`config.mk`:
```
export PLATFORM = sky130hd
export DESIGN_NAME = clockBank
export DESIGN_NICKNAME = d
export VERILOG_FILES = /design/src/source/timerPkg.sv /design/src/source/clockBank.sv
export SDC_FILE = /design/constraint.sdc
export NUM_CORES = 1
export LEC_CHECK = 0
export ABC_AREA = 1
export BUFFER_PORTS_ARGS = -buffer_cell sky130_fd_sc_hd__clkbuf_2
export CAP_MARGIN = 25
export CORE_UTILIZATION = 40
export CTS_CLUSTER_SIZE = 28
export DETAILED_ROUTE_END_ITERATION = 7
export SLEW_MARGIN = 20
export SYNTH_ARGS = -nofsm -noshare
export SYNTH_HDL_FRONTEND = slang
export SYNTH_SLANG_ARGS = --single-unit
```
`constraint.sdc`:
```
create_clock -name clk_1x -period 9.8 [get_ports clk_1x]
set_clock_uncertainty 0.05 [all_clocks]
set_input_delay 0.49 -clock clk_1x [delete_from_list [all_inputs] [get_ports clk_1x]]
set_output_delay 0.49 -clock clk_1x [all_outputs]
set_load 0.1 [all_outputs]
```
`src/source/timerPkg.sv`:
```
// shared opcode, rate and state encodings plus instruction field positions for the timer bank
package timerPkg;

  ////////////////////////////////////////////////////////////
  // instruction opcodes, bits 31..29
  ////////////////////////////////////////////////////////////
  typedef enum logic [2:0] {
    opNop      = 3'b000,
    opSetClock = 3'b001,
    opEnClock  = 3'b010,
    opMode     = 3'b011,  // mode register removed, always nack
    opIllegal  = 3'b100,
    opSetAlarm = 3'b101,
    opSetTimer = 3'b110,
    opEnAlarm  = 3'b111
  } opcode_e;

  // counter rate, bits 23..22 of a set clock
  typedef enum logic [1:0] {
    rateDiv1 = 2'b00,  // every cycle
    rateDiv2 = 2'b01,  // every second cycle
    rateDiv4 = 2'b10,  // every fourth cycle
    rateBad  = 2'b11   // rejected by the decoder
  } rate_e;

  // assembler FSM
  typedef enum logic [1:0] {
    waitTop    = 2'b00,
    waitBottom = 2'b01,
    holdOut    = 2'b10
  } asmState_e;

  ////////////////////////////////////////////////////////////
  // data words
  ////////////////////////////////////////////////////////////
  typedef logic [15:0] halfWord_t;  // one host word
  typedef logic [31:0] instr_t;     // top and bottom joined

  ////////////////////////////////////////////////////////////
  // field positions inside instr_t
  ////////////////////////////////////////////////////////////
  parameter int OPCODE_LSB    = 29;  // opcode in 31..29
  parameter int CLK_IDX_LSB   = 25;  // clock index in 28..25
  parameter int ALARM_IDX_LSB = 24;  // alarm index in 28..24
  parameter int FLAG_BIT      = 23;  // enable or repeat
  parameter int RATE_LSB      = 22;  // rate in 23..22
  parameter int ALARM_CLK_LSB = 16;  // clock an alarm watches, 19..16
  parameter int VALUE_MSB     = 15;  // count, alarm value or interval in 15..0

endpackage

```
`src/source/clockBank.sv`:
```
// counter array; shared prescaler gives per-counter tick enables at div1, div2 or div4
`timescale 1ns/10ps

module clockBank #(
  parameter int NUM_CLOCKS  = 16,
  parameter int COUNT_WIDTH = 16,
  localparam int CLK_W = $clog2(NUM_CLOCKS)
) (
  input  logic                              clk_1x,
  input  logic                              reset,
  input  logic                              clkSetEn,
  input  logic                              clkEnableEn,
  input  logic                              clkEnable,
  input  logic [CLK_W-1:0]                  clkIdx,
  input  timerPkg::rate_e                   clkRate,
  input  logic [COUNT_WIDTH-1:0]            clkCount,
  output logic [NUM_CLOCKS*COUNT_WIDTH-1:0] clockCounts,
  output logic [NUM_CLOCKS-1:0]             clockTicks
);

  logic [1:0]             prescale;  // free running from reset
  logic                   enable [NUM_CLOCKS];
  timerPkg::rate_e        rate   [NUM_CLOCKS];
  logic [COUNT_WIDTH-1:0] count  [NUM_CLOCKS];

  ////////////////////////////////////////////////////////////
  // tick enables
  ////////////////////////////////////////////////////////////
  always_comb begin
    for (int i = 0; i < NUM_CLOCKS; i++) begin
      clockTicks[i] = enable[i] &&
                      ((rate[i] == timerPkg::rateDiv1) ||
                       (rate[i] == timerPkg::rateDiv2 && prescale[0]) ||
                       (rate[i] == timerPkg::rateDiv4 && prescale == 2'd3)) &&
                      !(clkSetEn && clkIdx == CLK_W'(i));  // load wins over the tick
      clockCounts[i*COUNT_WIDTH +: COUNT_WIDTH] = count[i];
    end
  end

  always_ff @(posedge clk_1x or posedge reset) begin
    if (reset) begin
      prescale <= '0;
      for (int i = 0; i < NUM_CLOCKS; i++) begin
        enable[i] <= 1'b0;
        rate[i]   <= timerPkg::rateDiv1;
        count[i]  <= '0;
      end
    end else begin
      prescale <= prescale + 1'b1;
      for (int i = 0; i < NUM_CLOCKS; i++) begin
        if (clkSetEn && clkIdx == CLK_W'(i)) begin
          enable[i] <= 1'b1;  // set clock also starts it
          rate[i]   <= clkRate;
          count[i]  <= clkCount;
        end else begin
          if (clkEnableEn && clkIdx == CLK_W'(i)) enable[i] <= clkEnable;
          if (clockTicks[i]) count[i] <= count[i] + 1'b1;
        end
      end
    end
  end

endmodule

```
---- After elaboration in Yosys (flattened, before gate mapping) ----
Cells that the tools add are included.
W data, S select, Z words.
storage, ports and cells
  register bits ........................... 306
  word-level logic and storage cells ...... 371
cells by class
  add/sub/neg operators ................... 17
  reduce and logical (&&, ||, !) cells .... 193
  equality and inequality tests ........... 48
  mux-type cells .......................... 64
operators by type and width
  operator                 number
  $mux W16                 32
  $add A16 B1 Y16 const B  16
  $logic_and A1 B1 Y1      96
  $reduce_bool A2 Y1       32
  $eq A2 B2 Y1 const B     17
  $eq A2 B1 Y1 const B     16
  $eq A4 B4 Y1 const B     8
  $logic_not A2 Y1         16
  $logic_or A1 B1 Y1       32
  $mux W1                  32
  $eq A4 B3 Y1 const B     4
  $logic_not A1 Y1         16
  $eq A4 B2 Y1 const B     2
  $eq A4 B1 Y1 const B     1
  $logic_not A4 Y1         1
  $add A2 B1 Y2 const B    1

---- Logic depth before layout (Yosys ltp) ----
Gate-level depths: netlist of run 1.
  depth after elaboration ................. 8
  gate-level depth with buffers ........... 10

---- Worst setup path after synthesis of run 1 ----
No wires, ideal clock.
  kind .................................... register -> output
  from .................................... register prescale[0]
  to ...................................... output clockTicks[2]
  path buffers ............................ 1
  stages on the path, launching flop included .. 7
  arrival time ............................ 1.633 ns
  path slack .............................. 7.627 ns
  cell sequence ........................... dfrtp_1 -> ha_1 -> inv_2 -> o21ai_0 -> nand2_1 -> nor2_2 -> buf_2
on the way
  longest elaborated chain between the ends .. 5
  elaborated cells between the ends (all ways) .. 7
  classes of those cells .................. 1 x eq/ne; 6 x reduce/logical
ends and longest elaborated chain
  item                                                       RTL line                          text
  start: declaration                                         clockBank.sv:21                   logic [1:0] prescale;
  start signal: assignment                                   clockBank.sv:49                   prescale <= prescale + 1'b1;
  $eq A2 B2 Y1 or $logic_and A1 B1 Y1 (tied branches)        clockBank.sv:34, clockBank.sv:33
  $logic_and A1 B1 Y1 or $logic_or A1 B1 Y1 (tied branches)  clockBank.sv:34, clockBank.sv:32
  $logic_or A1 B1 Y1 (*)                                     clockBank.sv:33                   (rate[i] == timerPkg::rateDiv2 && prescale[0]) ||
  $logic_and A1 B1 Y1 (*)                                    clockBank.sv:31                   clockTicks[i] = enable[i] &&
  $logic_and A1 B1 Y1 (*)                                    clockBank.sv:34                   (rate[i] == timerPkg::rateDiv4 && prescale == 2'd3)) &&
  end: declaration                                           clockBank.sv:18                   output logic [NUM_CLOCKS-1:0] clockTicks
Mark *: on every way between the ends. The rest lies on a longest branch, timed or not.

---- Final worst setup path of run 1 ----
  from .................................... input clkIdx[0]
  to ...................................... output clockTicks[8]
on the way
  longest elaborated chain between the ends .. 4
ends and longest elaborated chain
  item                 RTL line         text
  start: declaration   clockBank.sv:14  input logic [CLK_W-1:0] clkIdx,
  $eq A4 B4 Y1         clockBank.sv:35  !(clkSetEn && clkIdx == CLK_W'(i));
  $logic_and A1 B1 Y1  clockBank.sv:35
  $logic_not A1 Y1     clockBank.sv:35
  $logic_and A1 B1 Y1  clockBank.sv:34
No other way between the ends.

==> results summary, run 1 <==
Of the synthesized area, sequential elements account for 0.3717. Together, buffers and inverters on the worst path number 3. The number of H-tree levels is 2. The wire-length estimate of the detail-placed layout is approximately 45 mm.

The detailed router finished its first iteration with approximately 1,600 violations. The post-CTS setup-driven buffer insertion count is 0. The count of endpoints failing hold in the final timing report is 0.

After clock tree synthesis, the clock-pin slew on the worst setup and hold paths is around 0.05 ns. The via count of the routed design is 20,860. The number of nets handed over by synthesis was ~3,300. The tree is rooted in a clkbuf_16. The kind of path behind the tightest hold check is input pin to async pin. The flow ran to the end, and the final reports show no timing, DRC or antenna violations. The iteration count of the initial detailed-routing pass came out at 7. The largest fanout on the critical path came out at 17. The critical path in this run is classified as input pin to output port. The kind of start point of the critical path is an input pin. Setup repair after global routing left no endpoint under its margin. The longest individual stage delay on the worst path is 0.63 ns. The clock latency on the worst-skew pair is between 0.5 and 0.6 ns. The final-stage net count is ~3,500. The via count of the first global-routing pass came out at between 15,000 and 20,000. After global routing the overflow that remains totals 0.

The clock tree from TritonCTS is done. The synthesized design contains between 300 and 400 register bits. The tightest hold margin is 0.03130 ns. The number of max-cap violations came out at 0. Hold repair after CTS inserted 0 buffers.

The cell area reported after detailed placement came out at between 20,000 and 25,000 µm². The floorplan step set the die width to 229.0 µm. between 200 and 300 I/O pins were placed. Counting every sink on the clock net gives slightly above 300. The number of vias per cell came out at between 5 and 6. The area growth from synthesis to layout came out at 15.06%.

The maximum buffer depth of the clock tree came out at 3. The non-filler instance count after layout came out at around 4,200. The die outline height is about 230 µm. After layout, the minimum clock period comes to between 3 and 4 ns.

Setup violations remaining at the end of the flow were counted as 0. The port buffer count came out at 298. In the global route stage, overall resource usage came out at 0.2525. The critical path required time is ~9.3 ns. The total die area came out at 52,420 µm². The measured slew at the worst slew-check pin is ~0.99 ns. The wire length of the first global-routing pass is 105.7 mm. The number of slew-limit violations in the final report is 0.

The core box area came out at a little over 50,000 µm². The cell that appears most often on the critical path is clkbuf_2. The number of cells produced by synthesis is roughly 3,200.

The remaining number of nets flagged by the antenna check after routing is 0. In this design, the largest share of critical-path delay is due to simple AND/OR/NAND/NOR gates. Of the cells placed in the final design, the portion with a size suffix greater than 1 is 0.1170.

The placer congestion estimate came out at between 0.8 and 0.9. The slowest library cell on the worst path is nor2_1. With fillers left out, the area of the finished cells amounts to roughly 24,000 µm².

The final cycle utilization of the critical path came out at 0.3539. The count of synthesis-stage warnings from yosys came out at 0. The starting utilization of the core area is 0.4081. The data arrival time at the worst-slack endpoint is a little under 3 ns. The placed cell count came out at 4,090. The largest net degree at the start of global routing came out at 150. The clock buffer count from CTS is 40. The capturing element type of the critical path is an output port. After detailed routing, the number of remaining DRC violations is 0. The synthesized cell area is 20,600 µm².

Setup total negative slack on the finished layout was measured at 0 ns. A synthesized cell averages around 6.4 µm². The detailed-route wire length is approximately 67 mm.

The max-slew headroom at the worst pin came out at 0.3406. The number of gates given a new drive strength after cts came out at 0. The number of distinct standard cells referenced by the synthesized netlist is 28. The site row count came out at between 80 and 90. In the final routed layout, each cell accounts on average for 16.07 µm. The number of antenna violations at the first check in global routing was 1. Traced cell by cell, the critical path runs through clkbuf_2, nor2_1, nand3_1, inv_2, nor2_2, clkbuf_2. The highest clock rate is between 200 and 300 MHz.
sequential cells by signal, summed over array words and instances (netlist names):
signal,count
clockCounts,256
prescale,2
enable,16
rate,32
layout make-up:
| cell class | count | area (µm²) |
|---|---|---|
| diodes | 1 | 2.502 |
| clock buffers | 61 | 1231 |
| clock inverters | 7 | 35.03 |
| fillers | 5313 | 26770 |
| inverters | 391 | 1475 |
| multi-input cells | 2415 | 10900 |
| flip-flops and latches | 306 | 7657 |
| well taps | 672 | 840.8 |
| repair buffers | 306 | 1564 |
cells by family (layout without fill, tap and decap cells):
group / Yosys count / count (layout) / synth area share
buffers and inverters: 495 / 765 / 0.09936
DFF: 306 / 306 / 0.3717
AOI/OAI and AO/OA: 131 / 131 / 0.03747
and+or+nand+nor: 2204 / 2204 / 0.4544
other: 0 / 1 / 0
adders and majority gates: 17 / 17 / 0.01032
xor gates and xnor gates: 63 / 63 / 0.02678
metal layers:
metal	part of all wire	global-route usage	wire length (µm)
met2	0.45	0.4019	30190
met4	0.022	0.06833	1497
met5	0	0	0
met3	0.058	0.03805	3896
met1	0.47	0.3552	31270
through the flow:
stage | worst slack, ns | util
global placement | 6.434 | 0.4445
global route | 6.096 | 0.4695
detailed placement | 6.318 | 0.4445
CTS | 6.310 | 0.4695
floorplan | 0.8007 | -
finish | 6.332 | 0.4696
final timing paths:
path,from,to,slack [ns],cells after the start
setup / recovery,clkIdx[0],clockTicks[8],6.33,6
setup reg to reg,prescale[0]$_DFF_PP0_,clockCounts[140]$_DFFE_PP0P_,7.66,7
max in group asynchronous,reset,clockCounts[253]$_DFFE_PP0P_,8.27,3
hold reg to reg,prescale[1]$_DFF_PP0_,prescale[1]$_DFF_PP0_,0.42,1
hold / removal,reset,clockCounts[117]$_DFFE_PP0P_,0.03,2
min in group clk_1x,clkIdx[0],enable[13]$_DFFE_PP0P_,0.28,4
cells in the final DEF (no fill, tap or decap), types with 17 or more instances in the layout:
cell / count
clkbuf_16: 41
o21ai_0: 84
dfrtp_1: 306
nor2_1: 220
xor2_1: 47
clkbuf_2: 298
nand2_1: 1326
ha_1: 17
nand4_1: 66
o21bai_1: 29
inv_1: 373
nand3_1: 539
cell usage after synthesis:
cell | number | area share
inv_1 | 374 | 0.068
xnor2_1 | 16 | 0.0068
nand4_1 | 66 | 0.020
nor2_4 | 14 | 0.0077
nor2_2 | 3 | 0.00091
a21oi_2 | 1 | 0.00043
nor2_1 | 220 | 0.040
clkbuf_1 | 53 | 0.0097
buf_1 | 1 | 0.00018
nand3_2 | 2 | 0.00097
buf_6 | 17 | 0.0093
xor2_1 | 47 | 0.020
a21oi_1 | 1 | 0.00024
and2_1 | 11 | 0.0033
nand2_2 | 2 | 0.00061
nand2_1 | 1326 | 0.24
nand3b_1 | 16 | 0.0058
clkinv_1 | 4 | 0.00073
ha_1 | 17 | 0.010
dfrtp_1 | 306 | 0.37
inv_2 | 13 | 0.0024
o21bai_1 | 29 | 0.011
buf_4 | 8 | 0.0029
nor3_2 | 5 | 0.0024
nand3_1 | 539 | 0.13
buf_2 | 25 | 0.0061
o21ai_0 | 84 | 0.020
a21boi_0 | 16 | 0.0058
Power of run 1 is left out: the tool's default activity adds up to more than one toggle a clock period on the data nets, which glitch-free logic cannot reach.
==> run 2, diff against run 1 <==
==> constraint.sdc (replaced) <==
create_clock -name clk_1x -period 3.4 [get_ports clk_1x]
set_clock_uncertainty 0.05 [all_clocks]
set_input_delay 0.17 -clock clk_1x [delete_from_list [all_inputs] [get_ports clk_1x]]
set_output_delay 0.17 -clock clk_1x [all_outputs]
set_load 0.1 [all_outputs]
==> run 2 against run 1 <==
Compared with the run above: flip-flop and latch count did not move; highest routed layer is now met5; register-to-register slack got worse by 6.4 ns; first-iteration DRC count rose by 5.2%; sequential share of layout area fell by 0.36 points; hold slack better by 0.14 ns; clock-buffer cell count down 11; setup slack got worse by 6.0 ns; die area stayed put; cell count is 0.67% higher; via count is 0.86% higher.
==> results summary, run 2 (same netlist as run 1, synthesis figures left out) <==
The longest individual stage delay on the worst path is 0.58 ns (was 0.63 ns). The most common cell after layout, fill and taps aside was nand2_1 (unchanged). The number of flip-flops in the largest register came to 256 (unchanged). The port buffer count was 298 (unchanged).

The kind of start point of the critical path is an input pin (unchanged). The final cycle utilization of the critical path came out at 0.9005. The critical path required time came out at 3.18 ns (was 9.26 ns).

The clock root buffer master is clkbuf_16 (unchanged). The area of combinational cells with multiple inputs is 10,900 µm² (unchanged). The DRC marker count from the first detailed-route iteration came out at 1,666 (was 1,583). The die outline height came out at 229.0 µm (unchanged). The capturing element type of the critical path is an output port (unchanged). The iteration count of the initial detailed-routing pass is 8 (was 7). The average routed wire per standard cell was 16.52 µm (was 16.07 µm). The total die area came out at 52,420 µm² (unchanged). The maximum buffer depth of the clock tree was 3 (unchanged).

The number of buffers and inverters on the critical path came to 5 (was 3). The fraction of final layout cells with drive strength greater than 1 came out at 0.1230 (was 0.1170). The detailed placer's ending HPWL came out at 46.57 mm (was 44.90 mm). The destination of the critical timing path is clockTicks[1] (was clockTicks[8]). The number of vias per cell is 5.026 (was 5.017). The minimum period implied by the final worst setup slack is between 3 and 4 ns. The instance count on the critical path came out at 8 (was 6).

The family of cells with the greatest summed delay on the critical path is buffers and inverters (was simple AND/OR/NAND/NOR gates). The wire length of the first global-routing pass came to 108.3 mm (was 105.7 mm). The DRC violation count after routing came out at 0 (unchanged). The via count of the first global-routing pass was 18,840 (was 18,740). The core box area is 50,480 µm² (unchanged). The register cell area after layout came to 7657 µm² (unchanged). The launching element of the worst setup path is clkIdx[3] (was clkIdx[0]). The number of fillers in the final layout came to 5,404 (was 5,313). The type of the worst setup path was input pin to output port (unchanged). The total routing resource utilization after global routing came out at 0.2609 (was 0.2525). The final-stage net count is 3,533 (was 3,504). The number of top-level pins came to 299 (unchanged). The area growth from synthesis to layout came out at 16.34% (was 15.06%). Commonest non-fill, non-tap cells in the layout: nand2_1 (1,326), nand3_1 (539), inv_1 (373) (unchanged). The number of cell instances on the worst register-to-register path came out at 7 (unchanged).

The number of clock sinks is 306 (unchanged). The overall die width was 229.0 µm (unchanged). The largest fanout on the critical path is 17 (unchanged). The clock-pin slew reported for the worst setup and hold paths after clock tree synthesis is 0.05 ns (about the same). The met2 track demand over resource is 0.4086 (was 0.4019). The clock buffer count from CTS came out at 40 (unchanged). The remaining global-route overflow is 0 (unchanged). The number of antenna violations at the first check in global routing came out at 3 (was 1).

The highest clock rate came out at roughly 330 MHz. The number of H-tree levels came to 2 (unchanged). The number of max-cap violations is 0 (unchanged). The placer congestion estimate came out at 0.8691 (was 0.8764). Result of the run: complete, no violations (unchanged). Unrepaired setup endpoints after global routing: false (unchanged). The final number of setup-violating endpoints came out at 0 (unchanged).

The detailed-route wire length came out at 69.18 mm (was 66.85 mm). The number of gates given a new drive strength after cts came out at 0 (unchanged). The busiest metal layer after global routing is met2 (unchanged). The terminus of the critical flop-to-flop path is clockCounts[231]$_DFFE_PP0P_ (was clockCounts[140]$_DFFE_PP0P_). The site row count came to 82 (unchanged). The data arrival time at the worst-slack endpoint is 2.84 ns (was 2.93 ns). The slowest library cell on the worst path is dlygate4sd3_1 (was nor2_1). The library cell appearing most often on the critical path is clkbuf_2 (unchanged). The total negative slack for setup checks is 0 ns (unchanged). The count of endpoints failing hold in the final timing report was 0 (unchanged).

Critical Path, Cell by Cell: dlygate4sd3_1, clkbuf_2, nor2_1, nand3_2, inv_2, nor2_4, buf_4, clkbuf_2 (was clkbuf_2, nor2_1, nand3_1, inv_2, nor2_2, clkbuf_2). The number of slew-limit violations in the final report is 0 (unchanged). The clock latency on the worst-skew pair is 0.56 ns (about the same). The reg-to-reg startpoint is prescale[0]$_DFF_PP0_ (unchanged). The starting utilization of the core area came out at 0.4081 (unchanged). The kind of path behind the tightest hold check is input pin to flop (was input pin to async pin). The measured slew at the worst slew-check pin came out at 0.9722 ns (was 0.9891 ns). The clock tree from TritonCTS is done (unchanged). The max-slew headroom at the worst pin is 0.3518 (was 0.3406). The global routing usage on met1 is 0.3714 (was 0.3552). The remaining number of nets flagged by the antenna check after routing is 0 (unchanged). The largest net degree at the start of global routing is 72 (was 150).

The worst hold path stage count came out at 3. The met3 routing resource usage after global routing came out at 0.04004 (was 0.03805). The via count of the routed design is 21,040 (was 20,860). The worst reg-to-reg setup slack is 1.30 ns (was 7.66 ns).
==> run 2: cell count changes in the layout (fill, tap and decap cells not counted), moves of 2 or more <==
cell	change
clkbuf_1	-3
dlygate4sd3_1	+6
clkinvlp_4	+3
bufinv_16	+3
clkinv_2	+3
buf_4	+21
buf_12	+2
clkbuf_8	-8
==> run 2: final cells by class <==
cell class / instances / share of cell area
Multi-Input combinational cell: 2415 / 0.4547
Sequential cell: 306 / 0.3195
Timing Repair Buffer: 335 / 0.07601
Inverter: 391 / 0.06139
Clock buffer: 50 / 0.04630
Tap cell: 672 / 0.03508
Clock inverter: 16 / 0.006839
Antenna cell: 2 / 0.0002088
==> run 2: worst reg2reg max path, delay by kind of cell (launching register included) <==
kind	cells	cell delay [ns]
buf+inv	1	0.32
flops	1	0.39
fa+ha+maj	1	0.21
simple gates	4	0.92
compound gates	1	0.13
==> run 2: how the worst min path moves through the flow <==
stage,to,slack [ns],startpoint
3_3_place_gp,clockCounts[100]$_DFFE_PP0P_,0.31,reset
3_5_place_dp,clockCounts[100]$_DFFE_PP0P_,0.32,reset
2_1_floorplan,enable[15]$_DFFE_PP0P_,0.30,clkEnableEn
6_report,enable[15]$_DFFE_PP0P_,0.17,clkEnable
5_1_grt,enable[0]$_DFFE_PP0P_,0.21,clkEnable
4_1_cts,enable[15]$_DFFE_PP0P_,0.13,clkEnable
==> run 2: metrics by stage <==
step	utilization	hold slack, ns	instance area (µm²)	setup WS [ns]	std cells
2_1_floorplan	-	0.3031	20610	-0.8910	3216
4_1_cts	0.4747	0.1346	23960	0.3492	4185
5_1_grt	0.4748	0.2051	23970	0.1071	4186
6_report	0.4748	0.1685	23970	0.3384	4187
3_3_place_gp	0.4483	0.3135	22630	0.9778	4113
3_5_place_dp	0.4483	0.3192	22630	0.9512	4113
==> run 2: what timing repair did <==
| item | in CTS | in global routing |
|---|---|---|
| hold endpoints to repair | 26 | 0 |
| setup buffers | 0 | 0 |
| hold buffers | 6 | 0 |
==> run 2: per-layer routing <==
metal,wire length (µm),share of wire
met1,32560,0.47
met4,1522,0.022
met3,3951,0.057
met5,24,0.00035
met2,31120,0.45
Power of run 2 is left out for the same reason.
==> run 3, diff against run 2 <==
--- a/config.mk
+++ b/config.mk
@@ -8,9 +8,11 @@
 export ABC_AREA = 1
 export BUFFER_PORTS_ARGS = -buffer_cell sky130_fd_sc_hd__clkbuf_2
 export CAP_MARGIN = 25
-export CORE_UTILIZATION = 40
+export CORE_ASPECT_RATIO = 0.5
+export CORE_UTILIZATION = 55
 export CTS_CLUSTER_SIZE = 28
 export DETAILED_ROUTE_END_ITERATION = 7
+export PLACE_DENSITY = 0.77
 export SLEW_MARGIN = 20
 export SYNTH_ARGS = -nofsm -noshare
 export SYNTH_HDL_FRONTEND = slang
==> run 3 against run 2 <==
Compared with the run above: via count grew 2.6%; wire length fell by 9.7%; largest cell class unchanged; non-clock buffer count is 5 lower; sequential share of layout area up 0.51 points; clock-buffer cell count fell by 13; critical path depth unchanged; register-to-register slack improved by 0.07 ns; critical path type unchanged; hold slack lost 0.011 ns; final area decreased by 1.6%; first-iteration DRC count grew 8.6%; die area shrank 27%; cell count is 4.9% lower.
==> results summary, run 3 (same netlist as run 1, synthesis figures left out) <==
The placer congestion estimate is 0.9184 (was 0.8691). The count of inserted antenna diode cells is 0 (was 2). The total die area is 38,280 µm² (was 52,420 µm²). The clock-pin slew reported for the worst setup and hold paths after clock tree synthesis was 0.07 ns (was 0.05 ns).

The placed cell count came out at 3,919 (was 4,113). The starting utilization of the core area was 0.5657 (was 0.4081). The number of max-cap violations came out at 0 (unchanged). The highest clock rate came to 332.4 MHz (was 326.6 MHz).

Result of the run: complete, no violations (unchanged). The wire length of the first global-routing pass is 98.68 mm (was 108.3 mm). The data arrival time at the worst-slack endpoint came out at 2.79 ns (was 2.84 ns). The fraction of final layout cells with drive strength greater than 1 came out at 0.1198 (was 0.1230). The port buffer count is 298 (unchanged). The number of vias per cell came out at 5.422 (was 5.026). The clock tree from TritonCTS was done (unchanged). The number of slew-limit violations in the final report came to 0 (unchanged). The average routed wire per standard cell came out at 15.69 µm (was 16.52 µm). The remaining number of nets flagged by the antenna check after routing is 0 (unchanged). The max-slew headroom at the worst pin came out at 0.3378 (was 0.3518). The remaining global-route overflow is 0 (unchanged). The maximum buffer depth of the clock tree was 3 (unchanged). The via count of the routed design came out at 21,590 (was 21,040). The kind of path behind the tightest hold check is input pin to flop (unchanged). The site row count came out at 49 (was 82).

The most common cell after layout, fill and taps aside is nand2_1 (unchanged). The clock latency on the worst-skew pair came out at 0.58 ns (was 0.56 ns). The non-filler instance count after layout came out at 3,982 (was 4,187). The largest fanout on the critical path came out at 19 (was 17). The total routing resource utilization after global routing was 0.3200 (was 0.2609). The core box area is 36,420 µm² (was 50,480 µm²). The measured slew at the worst slew-check pin came out at 0.9933 ns (was 0.9722 ns).

The iteration count of the initial detailed-routing pass came to 6 (was 8). The number of antenna violations at the first check in global routing was 1 (was 3). The number of H-tree levels came to 1 (was 2). The number of top-level pins came out at 299 (unchanged). The number of clock sinks came out at 306 (unchanged). The kind of start point of the critical path is an input pin (unchanged). The overall die width is 275.7 µm (was 229.0 µm). The capturing element type of the critical path is an output port (unchanged). The area growth from synthesis to layout came out at 14.51% (was 16.34%).

The final-stage net count came out at 3,518 (was 3,533). The DRC marker count from the first detailed-route iteration came out at 1,810 (was 1,666). The number of flip-flops in the largest register is 256 (unchanged). Unrepaired setup endpoints after global routing: false (unchanged). The DRC violation count after routing was 0 (unchanged).

The count of endpoints failing hold in the final timing report was 0 (unchanged). The final number of setup-violating endpoints was 0 (unchanged). The final cycle utilization of the critical path came out at 0.8847 (was 0.9005). The critical path required time was 3.18 ns (about the same). The largest net degree at the start of global routing is 83 (was 72). The detailed placer's ending HPWL is 41.64 mm (was 46.57 mm). Commonest non-fill, non-tap cells in the layout: nand2_1 (1,326), nand3_1 (539), inv_1 (373) (unchanged). The type of the worst setup path is input pin to output port (unchanged). The clock buffer count from CTS is 30 (was 40). The via count of the first global-routing pass came out at 18,950 (was 18,840). The clock root buffer master is clkbuf_16 (unchanged).

The die outline height came out at 138.9 µm (was 229.0 µm). The minimum period implied by the final worst setup slack is 3.008 ns (was 3.062 ns). The detailed-route wire length came to 62.48 mm (was 69.18 mm).
-- run 3: cell count changes in the layout (fill, tap and decap cells not counted), sizes merged --
cell,previous run,this run
clkbuf,348,335
buf,31,25
bufinv,3,8
clkinv,15,13
diode,2,0
dlygate4sd3,6,7
-- run 3: what timing repair did --
| item | CTS | global route |
|---|---|---|
| hold endpoints to repair | 36 | 0 |
| gates resized for setup | 0 | 1 |
| buffers inserted | 0 | 0 |
| hold buffers | 7 | 0 |
| endpoints found under the setup margin | 0 | 1 |
-- run 3: per-layer routing --
metal | track usage | routed length, µm | up-vias
met2 | 0.4931 | 27660 | 848
met1 | 0.4534 | 27130 | 9962
li1 | - | - | 10630
met5 | 0 | 18 | -
met4 | 0.1061 | 2086 | 2
met3 | 0.05921 | 5581 | 146
-- run 3: per-stage QoR --
step	cell area [µm²]	TNS (ns)	util	hold slack [ns]	setup slack (ns)
finish	23590	0	0.6478	0.1580	0.3920
global route	23590	0	0.6478	0.1752	0.2257
CTS	23590	0	0.6478	0.1487	0.1605
detailed placement	22370	0	0.6144	0.3225	0.7716
global placement	22370	0	0.6144	0.3237	0.8320
floorplan	20610	-272.64	-	0.3031	-0.8910
-- run 3: path summary, 6_finish.rpt --
kind	slack [ns]	from	cells past startpoint	end
hold / removal	0.16	clkRate[0]	3	rate[22]$_DFFE_PP0P_
min in group asynchronous	0.31	reset	3	clockCounts[88]$_DFFE_PP0P_
max in group asynchronous	1.96	reset	4	clockCounts[34]$_DFFE_PP0P_
setup reg to reg	1.37	prescale[0]$_DFF_PP0_	7	clockCounts[226]$_DFFE_PP0P_
hold reg to reg	0.42	prescale[1]$_DFF_PP0_	1	prescale[1]$_DFF_PP0_
setup / recovery	0.39	clkIdx[3]	8	clockTicks[0]
-- run 3: cell type report --
type	instances	area, µm²
Fill cell	3321	12820
Multi-Input combinational cell	2415	10900
Sequential cell	306	7657
Timing Repair Buffer	330	1812
Inverter	391	1471
Clock buffer	37	838.3
Tap cell	484	605.6
Clock inverter	19	307.8
-- run 3: worst max-delay path, cell delays in order --
cell	delay, ns
dlygate4sd3_1	0.56
clkbuf_2	0.15
nor2_1	0.57
nand2_1	0.19
nor2_4	0.47
nor2_4	0.06
buf_4	0.21
clkbuf_2	0.39
Power of run 3 is left out for the same reason.
